$ cat src/verilog/gpio_defs.svh
`ifndef GPIO_DEFS_SVH
`define GPIO_DEFS_SVH

// ----------------------------------------
// pin count
// ----------------------------------------
`define GPIO_IO_NUM         32

// ----------------------------------------
// register map
// ----------------------------------------
// config registers sit below CFG_TOP, one word per pin
`define GPIO_ADDR_CFG_TOP   8'h80
`define GPIO_ADDR_INTR      8'h80
`define GPIO_ADDR_GPIN      8'h90
`define GPIO_ADDR_GPOUT     8'hA0

// ----------------------------------------
// config byte layout
// ----------------------------------------
`define GPIO_CFG_OUT_EN     0
`define GPIO_CFG_IN_EN      1
`define GPIO_CFG_OE_EN      2
`define GPIO_CFG_INT_EN     3
// interrupt mode in bits 7..5
`define GPIO_CFG_MODE_LSB   5

// output data register after reset
`define GPIO_GPOUT_RESET    32'h0000_00A5

`endif

$ cat src/verilog/gpio_pkg.sv
`include "gpio_defs.svh"

`default_nettype none

package gpio_pkg;

   // one bit per pin
   typedef logic [`GPIO_IO_NUM-1:0] gpio_vec_t;

   // apb address and data
   typedef logic [7:0]  apb_addr_t;
   typedef logic [31:0] apb_data_t;

   // per-pin config byte
   typedef logic [7:0]  gpio_cfg_t;

   // ----------------------------------------
   // interrupt mode field, config bits 7..5
   // ----------------------------------------
   // codes 5 to 7 leave the pin without interrupt
   typedef enum logic [2:0] {
      IRQ_LEVEL_HIGH = 3'd0,
      IRQ_LEVEL_LOW  = 3'd1,
      IRQ_EDGE_POS   = 3'd2,
      IRQ_EDGE_NEG   = 3'd3,
      IRQ_EDGE_BOTH  = 3'd4
   } irq_mode_t;

endpackage

`default_nettype wire

$ cat src/verilog/gpio_input_sync.sv
`include "gpio_defs.svh"

`default_nettype none

module gpio_input_sync
   import gpio_pkg::*;
(
   input  wire       PCLK,
   input  wire       aresetn,
   input  gpio_vec_t gpio_in_i,
   output gpio_vec_t sync_o,
   output gpio_vec_t prev_o
);

   gpio_vec_t stage1_q;
   gpio_vec_t stage2_q;
   gpio_vec_t stage3_q;

   // two flops against metastability, a third for edge history
   always_ff @(posedge PCLK or negedge aresetn)
   begin
      if (!aresetn)
      begin
         stage1_q <= '0;
         stage2_q <= '0;
         stage3_q <= '0;
      end
      else
      begin
         stage1_q <= gpio_in_i;
         stage2_q <= stage1_q;
         stage3_q <= stage2_q;
      end
   end

   // an edge is seen while stage 2 and stage 3 differ
   assign sync_o = stage2_q;
   assign prev_o = stage3_q;

endmodule

`default_nettype wire

$ cat src/verilog/gpio_irq_logic.sv
`include "gpio_defs.svh"

`default_nettype none

module gpio_irq_logic
   import gpio_pkg::*;
(
   input  wire       PCLK,
   input  wire       aresetn,
   input  gpio_cfg_t cfg_i [0:`GPIO_IO_NUM-1],
   input  gpio_vec_t sync_i,
   input  gpio_vec_t prev_i,
   input  wire       irq_clr_i,
   input  apb_data_t pwdata_i,
   output gpio_vec_t int_o,
   output gpio_vec_t intr_reg_o
);

   gpio_vec_t int_en;
   gpio_vec_t int_sel;
   gpio_vec_t rise;
   gpio_vec_t fall;
   gpio_vec_t any_edge;
   gpio_vec_t clr_mask;
   gpio_vec_t pos_q;
   gpio_vec_t neg_q;
   gpio_vec_t both_q;
   gpio_vec_t intr_q;

   // ----------------------------------------
   // edge events
   // ----------------------------------------
   assign rise     = sync_i & ~prev_i;
   assign fall     = ~sync_i & prev_i;
   assign any_edge = sync_i ^ prev_i;

   // write data is the clear mask, only during an INTR write
   assign clr_mask = irq_clr_i ? pwdata_i : '0;

   // ----------------------------------------
   // edge latches
   // ----------------------------------------
   // a new edge beats a clear in the same cycle
   // disabled pins keep all latches at 0
   always_ff @(posedge PCLK or negedge aresetn)
   begin
      if (!aresetn)
      begin
         pos_q  <= '0;
         neg_q  <= '0;
         both_q <= '0;
      end
      else
      begin
         pos_q  <= int_en & (rise | (pos_q & ~clr_mask));
         neg_q  <= int_en & (fall | (neg_q & ~clr_mask));
         both_q <= int_en & (any_edge | (both_q & ~clr_mask));
      end
   end

   // ----------------------------------------
   // per-pin mode select
   // ----------------------------------------
   always_comb
   begin
      for (int i = 0; i < `GPIO_IO_NUM; i++)
      begin
         int_en[i] = cfg_i[i][`GPIO_CFG_INT_EN];
         case (irq_mode_t'(cfg_i[i][`GPIO_CFG_MODE_LSB +: 3]))
            IRQ_LEVEL_HIGH:
               int_sel[i] = prev_i[i];
            IRQ_LEVEL_LOW:
               int_sel[i] = ~prev_i[i];
            IRQ_EDGE_POS:
               int_sel[i] = pos_q[i];
            IRQ_EDGE_NEG:
               int_sel[i] = neg_q[i];
            IRQ_EDGE_BOTH:
               int_sel[i] = both_q[i];
            // codes 5..7
            default:
               int_sel[i] = 1'b0;
         endcase
      end
   end

   assign int_o = int_sel & int_en;

   // ----------------------------------------
   // readable interrupt register
   // ----------------------------------------
   // follows int_o one cycle late, masked bits drop on a clear write
   always_ff @(posedge PCLK or negedge aresetn)
   begin
      if (!aresetn)
      begin
         intr_q <= '0;
      end
      else
      begin
         intr_q <= int_o & ~clr_mask;
      end
   end

   assign intr_reg_o = intr_q;

endmodule

`default_nettype wire

$ cat src/verilog/gpio_apb_regs.sv
`include "gpio_defs.svh"

`default_nettype none

module gpio_apb_regs
   import gpio_pkg::*;
(
   input  wire       PCLK,
   input  wire       aresetn,
   input  wire       psel_i,
   input  wire       penable_i,
   input  wire       pwrite_i,
   input  apb_addr_t paddr_i,
   input  apb_data_t pwdata_i,
   output apb_data_t prdata_o,
   input  gpio_vec_t sync_i,
   input  gpio_vec_t intr_reg_i,
   output gpio_cfg_t cfg_o [0:`GPIO_IO_NUM-1],
   output logic      irq_clr_o,
   output gpio_vec_t gpio_out_o,
   output gpio_vec_t gpio_oe_o
);

   logic      wr_en;
   logic      cfg_sel;
   logic [5:0] cfg_idx;
   gpio_cfg_t cfg_q [0:`GPIO_IO_NUM-1];
   gpio_vec_t gpout_q;
   gpio_vec_t out_en;
   gpio_vec_t in_en;
   gpio_vec_t oe_en;

   // ----------------------------------------
   // write decode
   // ----------------------------------------
   // access phase, zero wait states
   assign wr_en   = psel_i & pwrite_i & penable_i;
   assign cfg_sel = (paddr_i < `GPIO_ADDR_CFG_TOP);
   assign cfg_idx = paddr_i[7:2];

   // clear strobe for the interrupt unit
   assign irq_clr_o = wr_en & (paddr_i == `GPIO_ADDR_INTR);

   // config bytes from the low data byte
   always_ff @(posedge PCLK or negedge aresetn)
   begin
      if (!aresetn)
      begin
         for (int i = 0; i < `GPIO_IO_NUM; i++)
         begin
            cfg_q[i] <= '0;
         end
      end
      else if (wr_en && cfg_sel)
      begin
         cfg_q[cfg_idx[4:0]] <= pwdata_i[7:0];
      end
   end

   // output data register
   always_ff @(posedge PCLK or negedge aresetn)
   begin
      if (!aresetn)
      begin
         gpout_q <= `GPIO_GPOUT_RESET;
      end
      else if (wr_en && (paddr_i == `GPIO_ADDR_GPOUT))
      begin
         gpout_q <= pwdata_i;
      end
   end

   // ----------------------------------------
   // per-pin enables and pin drive
   // ----------------------------------------
   always_comb
   begin
      for (int i = 0; i < `GPIO_IO_NUM; i++)
      begin
         out_en[i] = cfg_q[i][`GPIO_CFG_OUT_EN];
         in_en[i]  = cfg_q[i][`GPIO_CFG_IN_EN];
         oe_en[i]  = cfg_q[i][`GPIO_CFG_OE_EN];
      end
   end

   assign gpio_out_o = gpout_q & out_en;
   // oe only for pins that are outputs at all
   assign gpio_oe_o  = oe_en & out_en;

   assign cfg_o = cfg_q;

   // ----------------------------------------
   // read mux, combinational from paddr
   // ----------------------------------------
   always_comb
   begin
      prdata_o = '0;
      if (cfg_sel)
      begin
         prdata_o = apb_data_t'(cfg_q[cfg_idx[4:0]]);
      end
      else
      begin
         case (paddr_i)
            `GPIO_ADDR_INTR:
               prdata_o = intr_reg_i;
            `GPIO_ADDR_GPIN:
               prdata_o = sync_i & in_en;
            `GPIO_ADDR_GPOUT:
               prdata_o = gpout_q;
            default:
               prdata_o = '0;
         endcase
      end
   end

endmodule

`default_nettype wire

$ cat src/verilog/gpio_top.sv
`include "gpio_defs.svh"

`default_nettype none

module gpio_top
   import gpio_pkg::*;
(
   input  wire       PCLK,
   input  wire       aresetn,
   input  wire       psel_i,
   input  wire       penable_i,
   input  wire       pwrite_i,
   input  apb_addr_t paddr_i,
   input  apb_data_t pwdata_i,
   output apb_data_t prdata_o,
   output logic      pready_o,
   output logic      pslverr_o,
   output gpio_vec_t int_o,
   output logic      int_or_o,
   input  gpio_vec_t gpio_in_i,
   output gpio_vec_t gpio_out_o,
   output gpio_vec_t gpio_oe_o
);

   gpio_vec_t sync;
   gpio_vec_t prev;
   gpio_vec_t intr_reg;
   gpio_cfg_t cfg [0:`GPIO_IO_NUM-1];
   logic      irq_clr;

   // ----------------------------------------
   // input synchronizer
   // ----------------------------------------
   gpio_input_sync i_gpio_input_sync (
      .PCLK      (PCLK),
      .aresetn   (aresetn),
      .gpio_in_i (gpio_in_i),
      .sync_o    (sync),
      .prev_o    (prev)
   );

   // ----------------------------------------
   // interrupt unit
   // ----------------------------------------
   gpio_irq_logic i_gpio_irq_logic (
      .PCLK       (PCLK),
      .aresetn    (aresetn),
      .cfg_i      (cfg),
      .sync_i     (sync),
      .prev_i     (prev),
      .irq_clr_i  (irq_clr),
      .pwdata_i   (pwdata_i),
      .int_o      (int_o),
      .intr_reg_o (intr_reg)
   );

   // ----------------------------------------
   // register file
   // ----------------------------------------
   gpio_apb_regs i_gpio_apb_regs (
      .PCLK       (PCLK),
      .aresetn    (aresetn),
      .psel_i     (psel_i),
      .penable_i  (penable_i),
      .pwrite_i   (pwrite_i),
      .paddr_i    (paddr_i),
      .pwdata_i   (pwdata_i),
      .prdata_o   (prdata_o),
      .sync_i     (sync),
      .intr_reg_i (intr_reg),
      .cfg_o      (cfg),
      .irq_clr_o  (irq_clr),
      .gpio_out_o (gpio_out_o),
      .gpio_oe_o  (gpio_oe_o)
   );

   // no wait states, no error response
   assign pready_o  = 1'b1;
   assign pslverr_o = 1'b0;

   assign int_or_o = |int_o;

endmodule

`default_nettype wire

$ cat config.mk
export PLATFORM = sky130hd
export DESIGN_NAME = gpio_top
export DESIGN_NICKNAME = d
export VERILOG_FILES = /design/src/verilog/gpio_pkg.sv /design/src/verilog/gpio_input_sync.sv /design/src/verilog/gpio_irq_logic.sv /design/src/verilog/gpio_apb_regs.sv /design/src/verilog/gpio_top.sv
export VERILOG_INCLUDE_DIRS = /design/src /design/src/verilog
export SDC_FILE = /design/constraint.sdc
export NUM_CORES = 1
export LEC_CHECK = 0
export ABC_CLOCK_PERIOD_IN_PS = 2300
export BUFFER_PORTS_ARGS = -buffer_cell sky130_fd_sc_hd__buf_2
export CORE_ASPECT_RATIO = 0.9
export CORE_MARGIN = 5
export CORE_UTILIZATION = 52
export DETAILED_ROUTE_END_ITERATION = 10
export PLACE_DENSITY = 0.71
export SYNTH_ARGS = -nofsm -noshare
export SYNTH_HDL_FRONTEND = slang
export SYNTH_SLANG_ARGS = --single-unit
$ cat constraint.sdc
create_clock -name PCLK -period 2.3 [get_ports PCLK]
set_input_delay 0 -clock PCLK [delete_from_list [all_inputs] [get_ports PCLK]]
set_output_delay 0 -clock PCLK [all_outputs]
set_load 0.02 [all_outputs]
-- After elaboration in Yosys (flattened, before gate mapping)
Index checks and enable logic that the tools add are counted.
- word-level logic and storage cells: 307
- bits of input ports: 77
- register bits after elaboration: 512
- output and inout bits: 131
- equal/unequal tests: 131
- mux-type cells: 41
- bitwise operators: 56
- reduce and logical (&&, ||, !) cells: 36
- $lt $le $gt $ge: 3
- operators by type and width (operator ; count):
    $and 32x32->32 ; 13
    $bwmux 256 ; 1
    $eq 3x2->1 const B ; 64
    $pmux 1 s5 ; 32
    $eq 3x1->1 const B ; 32
    $eq 3x3->1 const B ; 32
    $logic_not 3->1 ; 32
    $not 32->32 ; 3
    $or 32x32->32 ; 3
    $pmux 32 s3 ; 1
    $mux 32 ; 2
    $bmux 8 s5 ; 1
    $demux 8 s5 ; 1
    $not 1->1 ; 32
    $reduce_or 32->1 ; 1
    $xor 32x32->32 ; 1
    $eq 8x8->1 const B ; 3
    $mux 8 ; 3
    $lt 8x8->1 const B ; 1
    $ge 6x6->1 const B ; 1
    $lt 6x1->1 const B ; 1
    $not 5->6 ; 1
    $and 1x1->1 ; 3
    $logic_and 1x1->1 ; 3

-- Depth between registers and ports, before layout
Gate-level depths: netlist of run 1.
- word-level depth: 8
- depth in mapped cells: 8
- depth with buffers taken out: 6

-- Cells and area by module
A second synthesis of run 1 with hierarchy kept.
- cells, all modules: 1980
- area total of the unflattened synthesis: 24345.8 um2
- modules (own cells, without submodules) (module ; cells each ; area an instance (um2) ; seq. area each (um2) ; times used):
    gpio_apb_regs ; 1098 ; 14258.7 ; 7211.9 ; 1
    gpio_irq_logic ; 771 ; 7587.3 ; 3203.1 ; 1
    gpio_input_sync ; 96 ; 2402.3 ; 2402.3 ; 1
    gpio_top ; 15 ; 97.6 ; 0.0 ; 1

-- Worst setup path after synthesis of run 1
OpenSTA, ideal clock, no wires.
- path kind: register to output
- start point: register i_gpio_apb_regs.cfg_q (netlist bit i_gpio_apb_regs.cfg_o[166])
- end point: output int_or_o
- arrival time: 2061 ps
- cell stages (with the launch flop): 7
- path slack: 239 ps
- data required time: 2300 ps
- path buffers: 0
- cells stage by stage: dfrtp_1 mux2_1 a22oi_2 o21ai_1 nor4_1 nand4_1 or4_1
- cells in the longest elaborated chain, start to end: 4
- elaborated cells on any way between the ends: 8
- classes of those cells: eq/ne: 4; mux: 1; bitwise: 1; reduce/logical: 2
- ends and longest elaborated chain (item ; RTL line ; text):
    from (decl) ; gpio_apb_regs.sv:27 ; gpio_cfg_t cfg_q [0:`GPIO_IO_NUM-1];
    from (signal, indexed assignment) ; gpio_apb_regs.sv:56 ; cfg_q[cfg_idx[4:0]] <= pwdata_i[7:0];
    $eq 3x3->1, or another cell as far along ; gpio_irq_logic.sv:69 ; case (irq_mode_t'(cfg_i[i][`GPIO_CFG_MODE_LSB +: 3]))
    $pmux 1 s5 * ; gpio_irq_logic.sv:69 ;
    $and 32x32->32 * ; gpio_irq_logic.sv:87 ; assign int_o = int_sel & int_en;
    via int_o[11] ; gpio_top.sv:18 ; output gpio_vec_t int_o,
    $reduce_or 32->1 * ; gpio_top.sv:81 ; assign int_or_o = |int_o;
    to (decl) ; gpio_top.sv:19 ; output logic int_or_o,
The timed path passes the listed nets; every way through them passes the cells marked *.

-- Worst setup path after layout of run 1
- start point: register i_gpio_apb_regs.cfg_q (netlist bit i_gpio_apb_regs.cfg_o[158])
- end point: output int_or_o
- cells in the longest elaborated chain, start to end: 4
- elaborated cells on any way between the ends: 8
- classes of those cells: eq/ne: 4; mux: 1; bitwise: 1; reduce/logical: 2
- ends and longest elaborated chain (item ; RTL line):
    $eq 3x3->1, or another cell as far along ; gpio_irq_logic.sv:69
    $pmux 1 s5 * ; gpio_irq_logic.sv:69
    $and 32x32->32 * ; gpio_irq_logic.sv:87
    $reduce_or 32->1 * ; gpio_top.sv:81
Every way passes the cells marked *; elsewhere a longest branch is shown, timed or not.

==> reports/summary.md, run 1 <==
- complete, but fails checks — result of the run
- negative setup slack — failing checks
- 0 — Antenna Nets Post-Route
- 38.6% — fraction of final layout cells with drive strength greater than 1
- built — clock tree from TritonCTS
- 3 — Bufs on Longest Clock Path
- 0 — Final Hold Vio Count
- 1325 — initial drt markers
- simple AND/OR/NAND/NOR gates — kind of cell adding the most delay to the critical path
- 500 x dfrtp_1, 280 x mux2_2, 194 x buf_2 — commonest cells after routing, fill and taps aside
- dfrtp_1 — dominant synthesized flop cell
- 17847 — vias in the first global route
- 2 — number of H-tree branching levels
- 213 um — Die Y
- 205 — number of buffers inserted by port buffering
- 23.1% — area delta synth->final
- 107000 um — global-route wire length before repair
- 42.8% — Worst slew margin
- 0 — count of warnings emitted by yosys
- dfrtp_1 — leading cell type in the layout, fill and taps excluded
- 2.30 ns — required time at the worst-slack endpoint
- 0.0182 ns — worst clock skew
- 694 mW/mm2 — power density relative to cell area
- mux2i_1 -> o32ai_2 -> a41oi_2 -> and4_1 -> nand4b_1 -> or4_4 -> buf_6 — Critical Path, Cell by Cell
- 67 — pin count of the biggest net entering global routing
- 0 — EDFF count, synth
- 0 — number of pins with negative max-slew slack in the final report
- 0.60 ns — Clk Latency, worst-skew pair
- gpio_in_i[8] — HP Start
- clkbuf_16 — cell at the root of the clock tree
- 0.0503 mm2 — die area
- 27.5% — overall track demand over capacity in global routing
- reg2out — type of the worst setup path
- 100% — async set or reset register ratio after synthesis
- 0 — global route overflow
- 52.6% — Starting Density
- 236 um — Die X-Extent
- 20400 uW — Final Power
- flop — startpoint class of the critical path
- 2032 — syn_nets
- 512 — total number of clock tree sinks
- 49100 um — Post-DP HPWL
- 53.7% — register area share after synthesis
- 5.89 — via/cell ratio
- 7 — Finish-stage setup viols
- 79 — count of distinct cell types in the synthesized netlist
- 0.0294 mm2 — final design area excluding fillers
- 5 — number of detailed-routing iterations run before antenna repair
- 2.83 ns — final critical path time including I/O delays and setup
- 0 — detailed-route DRC error count
- 2933 — non-filler cells in the finished layout
- 17276 — vias post-DR
- 208 — count of boundary I/O pins
- 23.7 um — average wire per standard cell
- dfrtp_1 — cell taking the most area after synthesis
- 0.0454 mm2 — core area
- 0.000522 V — maximum vdd drop
- 12.6 um2 — post-synthesis average cell area
- 0.60 ns — Worst R2R Setup Slack
- 353 MHz — highest achievable clock rate
- 69500 um — total wire length
- 0.54 ns — delay of the slowest cell on the worst path
- i_gpio_apb_regs.cfg_o[238] — startpoint of the lowest-slack register-to-register path
- 2747 — Placed Cells
- 0.0239 mm2 — post-synthesis instance area
- 53.3% — top-area cell type share of the netlist area
- 53 — total CTS buffers
- 0 — Max Cap Violations
- 0.933 — GP Congestion
- in2reg — hold crit path type
- i_gpio_apb_regs.cfg_o[158] — origin of the worst setup path
- 0.0143 uW — leakage component of the power
- true — RSZ-0062 raised after global routing
- 2.83 ns — Critical Path AT
- 0.0264 mm2 — instance area after placement
- 74 — number of core rows
- or4_4 — critical-path cell with the highest stage delay
- dfrtp_1 53%, mux2_2 13%, mux4_2 5.7% — biggest area contributors in the synthesized netlist
- 2422 — net count reported at finish
- 4 — antenna violations before repair
- output port — type of element capturing the critical path
- 6 — highest net fanout along the worst path
- 0.856 ns — transition time at the pin with the least slew margin
- 123% — fraction of the cycle the final worst path needs
- 0.0106 mm2 — multi-input combinational cell area
- 3384 — filler instances
- -0.534 ns — final critical-path setup slack
- 1 — buffers and inverters on the worst path
- 0.0128 mm2 — Register Area
- 512 — synthesized flop and latch total
- 0.06 ns — clock slew at reported path FFs
- 1891 — gate count after technology mapping
[power breakdown]
| group | internal, uW | switching [uW] |
|---|---|---|
| sequential | 9440 | 378 |
| combinational | 879 | 1020 |
| clock | 5030 | 3630 |
| total | 15300 | 5030 |
[cells by family after synthesis]
kind of cell | count (synthesis) | synth area share, %
XOR/XNOR | 1 | 0.0367
adder cells (fa/ha/maj) | 64 | 3.36
multiplexers | 368 | 20.4
other | 2 | 0.0315
AND/OR/NAND/NOR | 502 | 12.0
buffers and inverters | 168 | 2.92
AO/OA/AOI/OAI | 274 | 7.60
flip-flops | 512 | 53.7
[routing by layer]
layer	wire length (um)	track usage, %	up-vias
met5	21	0	-
met4	2640	10.3	4
met3	5020	5.86	159
met2	32400	43.5	589
met1	29500	38.1	8967
li1	-	-	7557
[what timing repair did]
| item | 4_1_cts | 5_1_grt |
|---|---|---|
| hold buffers | 63 | 0 |
| endpoints found under the hold margin | 693 | 0 |
| pin swaps | 35 | 15 |
| resized for setup | 68 | 21 |
| setup buffers | 24 | 2 |
| setup endpoints to repair | 13 | 12 |
[sequential cells by signal, summed over array words and instances (netlist names)]
signal                       count
i_gpio_irq_logic.intr_reg_o     32
i_gpio_apb_regs.gpout_q         32
i_gpio_input_sync.prev_o        32
i_gpio_input_sync.sync_o        32
i_gpio_irq_logic.both_q         32
i_gpio_input_sync.stage1_q      32
i_gpio_apb_regs.cfg_o          256
i_gpio_irq_logic.pos_q          32
i_gpio_irq_logic.neg_q          32
[worst reg2reg max path: cells and delay by family, from the launching register on]
kind / cells / cell delay (ns)
multiplexers: 1 / 0.13
flip-flops: 1 / 0.44
buffers and inverters: 1 / 0.14
AND/OR/NAND/NOR: 3 / 0.92
[final cells by class]
| type | count | share of cell area (%) |
|---|---|---|
| antenna | 2 | 0.0170 |
| clock buffer | 75 | 5.28 |
| clock inverter | 22 | 0.661 |
| inverter | 96 | 1.23 |
| multi-input combinational | 1211 | 36.2 |
| sequential | 512 | 43.7 |
| tap | 608 | 2.59 |
| timing repair buffer | 407 | 10.3 |
[path summary, 6_finish.rpt]
| kind | endpoint | cells after the start |
|---|---|---|
| hold reg to reg | i_gpio_input_sync.sync_o[13] | 0 |
| min in group asynchronous | i_gpio_apb_regs.gpout_q[2] | 2 |
| setup / recovery | int_or_o | 7 |
| hold / removal | i_gpio_input_sync.stage1_q[8] | 2 |
| setup reg to reg | i_gpio_irq_logic.intr_reg_o[2] | 5 |
| max in group asynchronous | i_gpio_irq_logic.both_q[9] | 3 |
[synthesized netlist by cell type (5+ instances only)]
library cell	instances
buf_4	10
a21boi_0	26
nand2_1	138
a32oi_1	9
nand3_1	46
ha_1	64
mux2_2	280
mux4_2	60
a41o_1	8
nor2_1	32
and2_1	84
clkbuf_1	42
nor2_2	23
a21oi_1	99
nor3b_1	7
a211oi_1	10
nor4b_1	9
or3b_2	5
dfrtp_1	508
o32ai_1	6
a22oi_1	57
mux2_1	6
nand2_2	8
o2111ai_1	5
mux2i_1	18
nand2b_1	14
nand3b_1	15
nor4bb_1	8
o21ai_0	27
inv_1	96
buf_2	16
nor2b_1	70
[through the flow]
| stage | utilization (%) | setup TNS [ns] | hold slack (ns) | setup slack [ns] |
|---|---|---|---|---|
| 2_1_floorplan | - | 0 | -0.296 | 0.239 |
| 3_3_place_gp | 58.2 | -0.123 | -0.0119 | -0.123 |
| 3_5_place_dp | 58.2 | -0.140 | -0.0151 | -0.140 |
| 4_1_cts | 64.5 | -1.10 | 0.00736 | -0.516 |
| 5_1_grt | 64.7 | -1.38 | 0.0306 | -0.625 |
| 6_report | 64.7 | -0.999 | 0.0349 | -0.534 |
Note: power is estimated with default switching activity, not from simulation.
==> inputs of run 2 (changes only) <==
--- a/config.mk
+++ b/config.mk
@@ -6,6 +6,7 @@
 export SDC_FILE = /design/constraint.sdc
 export NUM_CORES = 1
 export LEC_CHECK = 0
+export ABC_AREA = 1
 export ABC_CLOCK_PERIOD_IN_PS = 2300
 export BUFFER_PORTS_ARGS = -buffer_cell sky130_fd_sc_hd__buf_2
 export CORE_ASPECT_RATIO = 0.9
@@ -13,6 +14,7 @@
 export CORE_UTILIZATION = 52
 export DETAILED_ROUTE_END_ITERATION = 10
 export PLACE_DENSITY = 0.71
+export RECOVER_POWER = 25
 export SYNTH_ARGS = -nofsm -noshare
 export SYNTH_HDL_FRONTEND = slang
 export SYNTH_SLANG_ARGS = --single-unit
==> reports/summary.md, run 2 <==
- 1.62 ns — transition time at the pin with the least slew margin, was 0.856 ns
- 210 um — Die Y, was 213 um
- 854 x nand2_1, 502 x dfrtp_1, 297 x inv_1 — commonest cells after routing, fill and taps aside, was 500 x dfrtp_1, 280 x mux2_2, 194 x buf_2
- 19.7 um — average wire per standard cell, was 23.7 um
- 438 MHz — highest achievable clock rate, was 353 MHz
- 15.5% — fraction of final layout cells with drive strength greater than 1, was 38.6%
- 0 — Finish-stage setup viols, was 7
- reg2out — type of the worst setup path, unchanged
- true — RSZ-0062 raised after global routing, unchanged
- 727 mW/mm2 — power density relative to cell area, was 694 mW/mm2
- 0 — count of warnings emitted by yosys, unchanged
- 3 — highest net fanout along the worst path, was 6
- 0 — detailed-route DRC error count, unchanged
- 881 x nand2_1, 508 x dfrtp_1, 320 x inv_1 — most frequent cells after synthesis, was 508 x dfrtp_1, 280 x mux2_2, 138 x nand2_1
- 0 — EDFF count, synth, unchanged
- 72800 um — total wire length, was 69500 um
- 55.2% — register area share after synthesis, was 53.7%
- 2877 — syn_nets, was 2032
- dfrtp_1 — critical-path cell with the highest stage delay, was or4_4
- 256 — flip-flop count of the largest register, all copies and words added, unchanged
- 0.0441 mm2 — core area, was 0.0454 mm2
- 3 — Bufs on Longest Clock Path, unchanged
- 205 — number of buffers inserted by port buffering, unchanged
- 1 — Max Cap Violations, was 0
- 52.6% — Starting Density, about the same
- 100% — async set or reset register ratio after synthesis, unchanged
- 2.30 ns — required time at the worst-slack endpoint, about the same
- 0 — Antenna Nets Post-Route, unchanged
- nand2_2 — Critical Path Most Common Cell
- nand2_1 — most frequent cell after synthesis, was dfrtp_1
- 0.984 — GP Congestion, was 0.933
- 0.60 ns — Clk Latency, worst-skew pair, about the same
- 0.000598 V — maximum vdd drop, was 0.000522 V
- 7 — number of detailed-routing iterations run before antenna repair, was 5
- 0.0489 mm2 — die area, was 0.0503 mm2
- 512 — total number of clock tree sinks, unchanged
- simple AND/OR/NAND/NOR gates — kind of cell adding the most delay to the critical path, unchanged
- inv_2 -> nand2_2 -> o21ai_1 -> nand2_1 -> nand3_1 -> nand2_1 -> nand2_2 -> nand2_2 -> nor2_2 -> nand2_2 -> nor2_4 -> buf_6 -> nand2_4 -> buf_6 — Critical Path, Cell by Cell, was mux2i_1 -> o32ai_2 -> a41oi_2 -> and4_1 -> nand4b_1 -> or4_4 -> buf_6
- in2reg — hold crit path type, unchanged
- max-capacitance violations, max-slew violations — failing checks, was negative setup slack
- 0.0232 mm2 — post-synthesis instance area, was 0.0239 mm2
- clkbuf_16 — cell at the root of the clock tree, unchanged
- 0 — global route overflow, unchanged
- 54.8% — top-area cell type share of the netlist area, was 53.3%
- 2736 — gate count after technology mapping, was 1891
- dfrtp_1 — dominant synthesized flop cell, unchanged
- 8.1% — combinational power share, was 9.3%
- 2 — number of H-tree branching levels, unchanged
- complete, but fails checks — result of the run, unchanged
- built — clock tree from TritonCTS, unchanged
- 20400 — vias in the first global route, was 17847
- 208 — count of boundary I/O pins, unchanged
- 47.7% — part of the total power dissipated in sequential elements, was 48.2%
- 0 — Final Hold Vio Count, unchanged
- 0.0179 ns — worst clock skew, was 0.0182 ns
- 3194 — net count reported at finish, was 2422
- 50900 um — Post-DP HPWL, was 49100 um
- 114000 um — global-route wire length before repair, was 107000 um
- 8.48 um2 — post-synthesis average cell area, was 12.6 um2
- 2.28 ns — Critical Path AT, was 2.83 ns
- 20767 — vias post-DR, was 17276
- 15400 uW — internal power contribution, was 15300 uW
- 53 — total CTS buffers, unchanged
- dfrtp_1 — cell taking the most area after synthesis, unchanged
- 29.4% — overall track demand over capacity in global routing, was 27.5%
- 2538 — initial drt markers, was 1325
- 44.2% — Clock Power Share, was 42.5%
- 5010 uW — switching power summed over all nets, was 5030 uW
- 80 — pin count of the biggest net entering global routing, was 67
- 0.43 ns — delay of the slowest cell on the worst path, was 0.54 ns
- 0 ns — final setup TNS, was -0.999 ns
- 3499 — Placed Cells, was 2747
- nand2_1 — leading cell type in the layout, fill and taps excluded, was dfrtp_1
- 30 — count of distinct cell types in the synthesized netlist, was 79
- 5.62 — via/cell ratio, was 5.89
- 0.0146 uW — leakage component of the power, was 0.0143 uW
- 233 um — Die X-Extent, was 236 um
- 3696 — non-filler cells in the finished layout, was 2933
- 0.06 ns — clock slew at reported path FFs, about the same
- flop — startpoint class of the critical path, unchanged
- dfrtp_1 55%, nand2_1 14%, o21ai_0 5.6% — biggest area contributors in the synthesized netlist, was dfrtp_1 53%, mux2_2 13%, mux4_2 5.7%
- 20.9% — area delta synth->final, was 23.1%
- 24.6% — switching fraction of total power, was 24.7%
- 34 — number of pins with negative max-slew slack in the final report, was 0
- 2.28 ns — final critical path time including I/O delays and setup, was 2.83 ns
- output port — type of element capturing the critical path, unchanged
- 512 — synthesized flop and latch total, unchanged
- -7.92% — Worst slew margin, was 42.8%
- 5 — antenna violations before repair, was 4
- 3 — buffers and inverters on the worst path, was 1
- 99.2% — fraction of the cycle the final worst path needs, was 123%
- 73 — number of core rows, was 74
## run 2: changes by cell type in the layout (fill, tap and decap cells not counted), sizes merged, moves of 26 or more
cell,before,now
nand2,146,881
mux2,286,23
o21ai,31,291
inv,97,329
and2,85,0
nor2b,70,0
mux4,64,0
buf,345,289
nor2,56,112
nand3,47,102
a22oi,60,98
nand4,1,31
a21oi,99,128
a21boi,26,0
## run 2: area by class of cell
class | count | area, um2
fillers | 3707 | 16100
flip-flops and latches | 512 | 12800
multi-input cells | 1786 | 8860
repair buffers | 371 | 2560
clock buffers | 81 | 1590
inverters | 329 | 1230
well taps | 600 | 751
clock inverters | 15 | 231
diodes | 2 | 5.00
## run 2: power groups by stage
stage          logic, uW  clock network (uW)  registers, uW
2_1_floorplan        781                   0           9730
3_3_place_gp        1400                   0           9860
3_5_place_dp        1450                   0           9870
4_1_cts             1590                9120           9720
5_1_grt             1840                9510           9770
6_report            1650                9000           9730
## run 2: per-layer routing
metal  part of all wire [%]  GRT usage (%)  vias to the layer above  wire length, um
met1                     40           40.4                    10065            29300
met3                    9.7           6.42                      187             7060
met2                     46           46.2                     1026            33200
li1                       -              -                     9483                -
met4                    4.3           11.7                        6             3160
met5                  0.048              0                        -               35
## run 2: cells by family (layout without fill, tap and decap cells)
kind of cell	after synthesis	in the layout	synth area share, %
AOI/OAI and AO/OA	549	549	13.2
xor gates and xnor gates	1	1	0.0378
adders and majority gates	64	64	3.45
buffers and inverters	438	796	7.20
DFF	512	512	55.2
muxes	23	23	1.12
other	2	4	0.0324
and+or+nand+nor	1147	1147	19.8
## run 2: repair_timing
action	in CTS	in global routing
hold buffers	70	0
gates cloned	0	0
gates resized for setup	40	42
pin swaps	7	11
endpoints found under the hold margin	503	0
setup buffers	11	18
setup endpoints to repair	2	4
## run 2: worst paths after layout
check	from	cells after the start	slack (ns)	to
setup / recovery	i_gpio_apb_regs.cfg_o[198]	14	0.02	int_or_o
hold / removal	gpio_in_i[7]	2	0.03	i_gpio_input_sync.stage1_q[7]
hold reg to reg	i_gpio_input_sync.stage1_q[30]	0	0.35	i_gpio_input_sync.sync_o[30]
min in group asynchronous	aresetn	2	0.29	i_gpio_apb_regs.cfg_o[140]
setup reg to reg	i_gpio_apb_regs.cfg_o[190]	9	1.10	i_gpio_irq_logic.intr_reg_o[8]
max in group asynchronous	aresetn	3	0.37	i_gpio_apb_regs.cfg_o[158]
## run 2: through the flow
stage          hold WS [ns]  power, uW  setup WS [ns]  util [%]  cell area (um2)
2_1_floorplan        -0.296      10500          0.979         -            23200
3_3_place_gp         0.0655      11300          0.302      57.2            25200
3_5_place_dp         0.0713      11300          0.238      57.2            25200
4_1_cts           0.0000749      20400        -0.0180      63.2            27900
5_1_grt              0.0107      21100         -0.110      63.6            28100
6_report             0.0278      20400         0.0187      63.6            28100
==> inputs of run 3 (changes only) <==
--- a/config.mk
+++ b/config.mk
@@ -17,4 +17,5 @@
 export RECOVER_POWER = 25
 export SYNTH_ARGS = -nofsm -noshare
 export SYNTH_HDL_FRONTEND = slang
+export SYNTH_HIERARCHICAL = 1
 export SYNTH_SLANG_ARGS = --single-unit
==> reports/summary.md, run 3 <==
- nand2_1 — leading cell type in the layout, fill and taps excluded, unchanged
- 0.000555 V — maximum vdd drop, was 0.000598 V
- 12.6% — fraction of final layout cells with drive strength greater than 1, was 15.5%
- 10.8% — Synth Area in Compound Gates, was 13.2%
- 0.182 ns — placement-stage worst setup slack, was 0.238 ns
- 0 — Max Cap Violations, was 1
- 0.0465 mm2 — core area, was 0.0441 mm2
- dfrtp_1 — critical-path cell with the highest stage delay, unchanged
- 0.0245 mm2 — post-synthesis instance area, was 0.0232 mm2
- 0.0148 ns — worst clock skew, was 0.0179 ns
- 1277 x nand2_1, 499 x dfrtp_1, 331 x inv_1, 331 x o21ai_0, 201 x buf_2 — commonest cells after routing, fill and taps aside, was 854 x nand2_1, 502 x dfrtp_1, 297 x inv_1
- 17.0% — Worst slew margin, was -7.92%
- 4123 — filler instances, was 3707
- simple AND/OR/NAND/NOR gates — combinational family with the most area after synthesis, unchanged
- built — clock tree from TritonCTS, unchanged
- 0.42 ns — delay of the slowest cell on the worst path, was 0.43 ns
- 52.4% — register area share after synthesis, was 55.2%
- 0.00990 mm2 — multi-input combinational cell area, was 0.00886 mm2
- flop — startpoint class of the critical path, unchanged
- 117000 um — global-route wire length before repair, was 114000 um
- 2.39 ns — Critical Path AT, was 2.28 ns
- 205 — number of buffers inserted by port buffering, unchanged
- 208 — count of boundary I/O pins, unchanged
- nand2_1 — most frequent cell after synthesis, unchanged
- 43.6% — Clock Power Share, was 44.2%
- complete, but fails checks — result of the run, unchanged
- 6 — number of detailed-routing iterations run before antenna repair, was 7
- i_gpio_apb_regs/cfg_o[37] — startpoint of the lowest-slack register-to-register path, was i_gpio_apb_regs.cfg_o[190]
- 0 — Final Hold Vio Count, unchanged
- i_gpio_irq_logic/intr_reg_o[27] — worst reg2reg endpoint, was i_gpio_irq_logic.intr_reg_o[8]
- 25.9% — simple-gate share of the synthesized area, was 19.8%
- 3 — highest net fanout along the worst path, unchanged
- 256 — flip-flop count of the largest register, all copies and words added, unchanged
- 52.6% — Starting Density, about the same
- 21647 — vias in the first global route, was 20400
- negative setup slack — failing checks, was max-capacitance violations, max-slew violations
- 104% — fraction of the cycle the final worst path needs, was 99.2%
- 2.39 ns — final critical path time including I/O delays and setup, was 2.28 ns
- 20400 uW — Final Power, about the same
- clkbuf_16 — cell at the root of the clock tree, unchanged
- 698 mW/mm2 — power density relative to cell area, was 727 mW/mm2
- 8.7% — combinational power share, was 8.1%
- 512 — total number of clock tree sinks, unchanged
- 216 um — Die Y, was 210 um
- 3627 — net count reported at finish, was 3194
- 26 — count of distinct cell types in the synthesized netlist, was 30
- 0.0265 mm2 — instance area after placement, was 0.0252 mm2
- 0.905 — GP Congestion, was 0.984
- 7.67 um2 — post-synthesis average cell area, was 8.48 um2
- 3 — Bufs on Longest Clock Path, unchanged
- 4145 — non-filler cells in the finished layout, was 3696
- 0.60 ns — Clk Latency, worst-skew pair, about the same
- 19.3% — area delta synth->final, was 20.9%
- 22382 — vias post-DR, was 20767
- 6 — r2r worst-path depth, was 9
- 75 — number of core rows, was 73
- 15200 uW — internal power contribution, was 15400 uW
- 2.30 ns — required time at the worst-slack endpoint, about the same
- 1 — Finish-stage setup viols, was 0
- 0% — xor/xnor cell area share of the yosys netlist, was 0.0378%
- 239 um — Die X-Extent, was 233 um
- 1.24 ns — transition time at the pin with the least slew margin, was 1.62 ns
- 1287 x nand2_1, 508 x dfrtp_1, 349 x inv_1 — most frequent cells after synthesis, was 881 x nand2_1, 508 x dfrtp_1, 320 x inv_1
- 5.40 — via/cell ratio, was 5.62
- 28.5% — overall track demand over capacity in global routing, was 29.4%
- 3953 — Placed Cells, was 3499
- 75000 um — total wire length, was 72800 um
- 3188 — gate count after technology mapping, was 2736
- 103 — pin count of the biggest net entering global routing, was 80
- i_gpio_input_sync/prev_o[28] — origin of the worst setup path, was i_gpio_apb_regs.cfg_o[198]
- 0% — multiplexer area fraction after synthesis, was 1.12%
- 419 MHz — highest achievable clock rate, was 438 MHz
- dfrtp_1 — dominant synthesized flop cell, unchanged
- 0 — EDFF count, synth, unchanged
- true — RSZ-0062 raised after global routing, unchanged
- 0 — detailed-route DRC error count, unchanged
- 54 — total CTS buffers, was 53
- 2 — number of H-tree branching levels, unchanged
- reg2out — type of the worst setup path, unchanged
- 25.2% — switching fraction of total power, was 24.6%
- 0.0515 mm2 — die area, was 0.0489 mm2
- 0.06 ns — clock slew at reported path FFs, about the same
- 6 — count of warnings emitted by yosys, was 0
- 2399 — initial drt markers, was 2538
- 50700 um — Post-DP HPWL, was 50900 um
- 3.27% — adder and majority gate portion of the synthesized area, was 3.45%
- 0.0128 mm2 — Register Area, about the same
- 0.0159 uW — leakage component of the power, was 0.0146 uW
- in2reg — hold crit path type, unchanged
- -0.0872 ns — final setup TNS, was 0 ns
- 18.1 um — average wire per standard cell, was 19.7 um
- 47.7% — part of the total power dissipated in sequential elements, about the same
- 2 — antenna violations before repair, was 5
- dfrtp_1 — cell taking the most area after synthesis, unchanged
- -0.0872 ns — final critical-path setup slack, was 0.0187 ns
- 1.13 ns — Worst R2R Setup Slack, was 1.10 ns
- dfrtp_1 52%, nand2_1 20%, o21ai_0 7.0% — biggest area contributors in the synthesized netlist, was dfrtp_1 55%, nand2_1 14%, o21ai_0 5.6%
- 0 — number of pins with negative max-slew slack in the final report, was 34
- 0 — global route overflow, unchanged
- 3329 — syn_nets, was 2877
- 0.0292 mm2 — final design area excluding fillers, was 0.0281 mm2
- 0 — Antenna Nets Post-Route, unchanged
- 52.0% — top-area cell type share of the netlist area, was 54.8%
- 100% — async set or reset register ratio after synthesis, unchanged
- output port — type of element capturing the critical path, unchanged
- 512 — synthesized flop and latch total, unchanged
- 5130 uW — switching power summed over all nets, was 5010 uW
- inv_2 -> nor2_1 -> o21ai_2 -> nand3b_1 -> nand2_1 -> inv_2 -> nor2_4 -> nand4_1 -> nor2_4 -> nand2_4 -> buf_6 — Critical Path, Cell by Cell, was inv_2 -> nand2_2 -> o21ai_1 -> nand2_1 -> nand3_1 -> nand2_1 -> nand2_2 -> nand2_2 -> nor2_2 -> nand2_2 -> nor2_4 -> buf_6 -> nand2_4 -> buf_6
- int_or_o — termination of the worst setup path, unchanged
run 3: cell count changes in the layout (fill, tap and decap cells not counted), sizes merged, moves of 22 or more:
| cell | previous run | this run |
|---|---|---|
| a22oi | 98 | 0 |
| nand2 | 881 | 1287 |
| nor2 | 112 | 198 |
| o21ai | 291 | 351 |
| inv | 329 | 351 |
| mux2 | 23 | 0 |
| a21oi | 128 | 152 |
| o22ai | 23 | 0 |
| nand4 | 31 | 8 |
run 3: metrics by stage:
| step | hold slack (ns) | util [%] |
|---|---|---|
| 6_report | 0.0280 | 62.7 |
| 5_1_grt | 0.0236 | 62.7 |
| 4_1_cts | 0.00175 | 62.6 |
| 3_5_place_dp | -0.0134 | 56.9 |
| 3_3_place_gp | -0.0118 | 56.9 |
| 2_1_floorplan | -0.296 | - |
run 3: power by group through the flow:
| stage | registers (uW) | logic, uW | clock network [uW] |
|---|---|---|---|
| global route | 9750 | 1990 | 9400 |
| global placement | 9840 | 1540 | 0 |
| detailed placement | 9860 | 1600 | 0 |
| CTS | 9700 | 1770 | 9000 |
| floorplan | 9750 | 892 | 0 |
| finish | 9710 | 1780 | 8870 |
run 3: worst min-delay path by stage:
| stage | from | slack, ns | endpoint | depth (start not counted) |
|---|---|---|---|---|
| after global routing | gpio_in_i[4] | 0.02 | i_gpio_input_sync/stage1_q[4] | 2 |
| after CTS | gpio_in_i[3] | 0.002 | i_gpio_input_sync/stage1_q[3] | 2 |
| after detailed placement | aresetn | -0.01 | i_gpio_irq_logic/intr_reg_o[21] | 1 |
| after global placement | aresetn | -0.01 | i_gpio_irq_logic/intr_reg_o[21] | 1 |
| final | gpio_in_i[3] | 0.03 | i_gpio_input_sync/stage1_q[3] | 2 |
| after floorplan | aresetn | -0.30 | i_gpio_apb_regs/cfg_o[0] | 0 |
run 3: layer usage:
| metal | global-route usage [%] | vias up | wire length (um) |
|---|---|---|---|
| li1 | - | 10499 | - |
| met1 | 39.4 | 10766 | 31800 |
| met2 | 43.5 | 936 | 33800 |
| met3 | 6.57 | 181 | 6520 |
| met4 | 12.1 | 0 | 2890 |
| met5 | 0 | - | 0 |
run 3: logic make-up (layout without fill, tap and decap cells):
family | count (synthesis) | after routing
AND/OR/NAND/NOR | 1612 | 1612
AO/OA/AOI/OAI | 521 | 521
flip-flops | 512 | 512
buffers and inverters | 477 | 816
adder cells (fa/ha/maj) | 64 | 64
other | 2 | 4
run 3: cell type report:
class / instances / area share (%)
clock buffer: 81 / 5.39
sequential: 512 / 44.0
antenna: 2 / 0.0171
tap: 616 / 2.64
clock inverter: 16 / 0.725
multi-input combinational: 2199 / 33.9
timing repair buffer: 367 / 8.81
inverter: 352 / 4.54
run 3: timing repair:
action	CTS	global route
hold endpoints to repair	690	0
endpoints found under the setup margin	1	20
buffers inserted	14	7
hold buffers	71	0
cloned	0	1
pin swaps	11	15
gates resized for setup	35	32
run 3: critical path, delay by kind of cell (launching register included):
| family | cells | cell delay, ns |
|---|---|---|
| and+or+nand+nor | 7 | 0.93 |
| buffers and inverters | 3 | 0.26 |
| AOI/OAI and AO/OA | 1 | 0.17 |
| DFF | 1 | 0.42 |
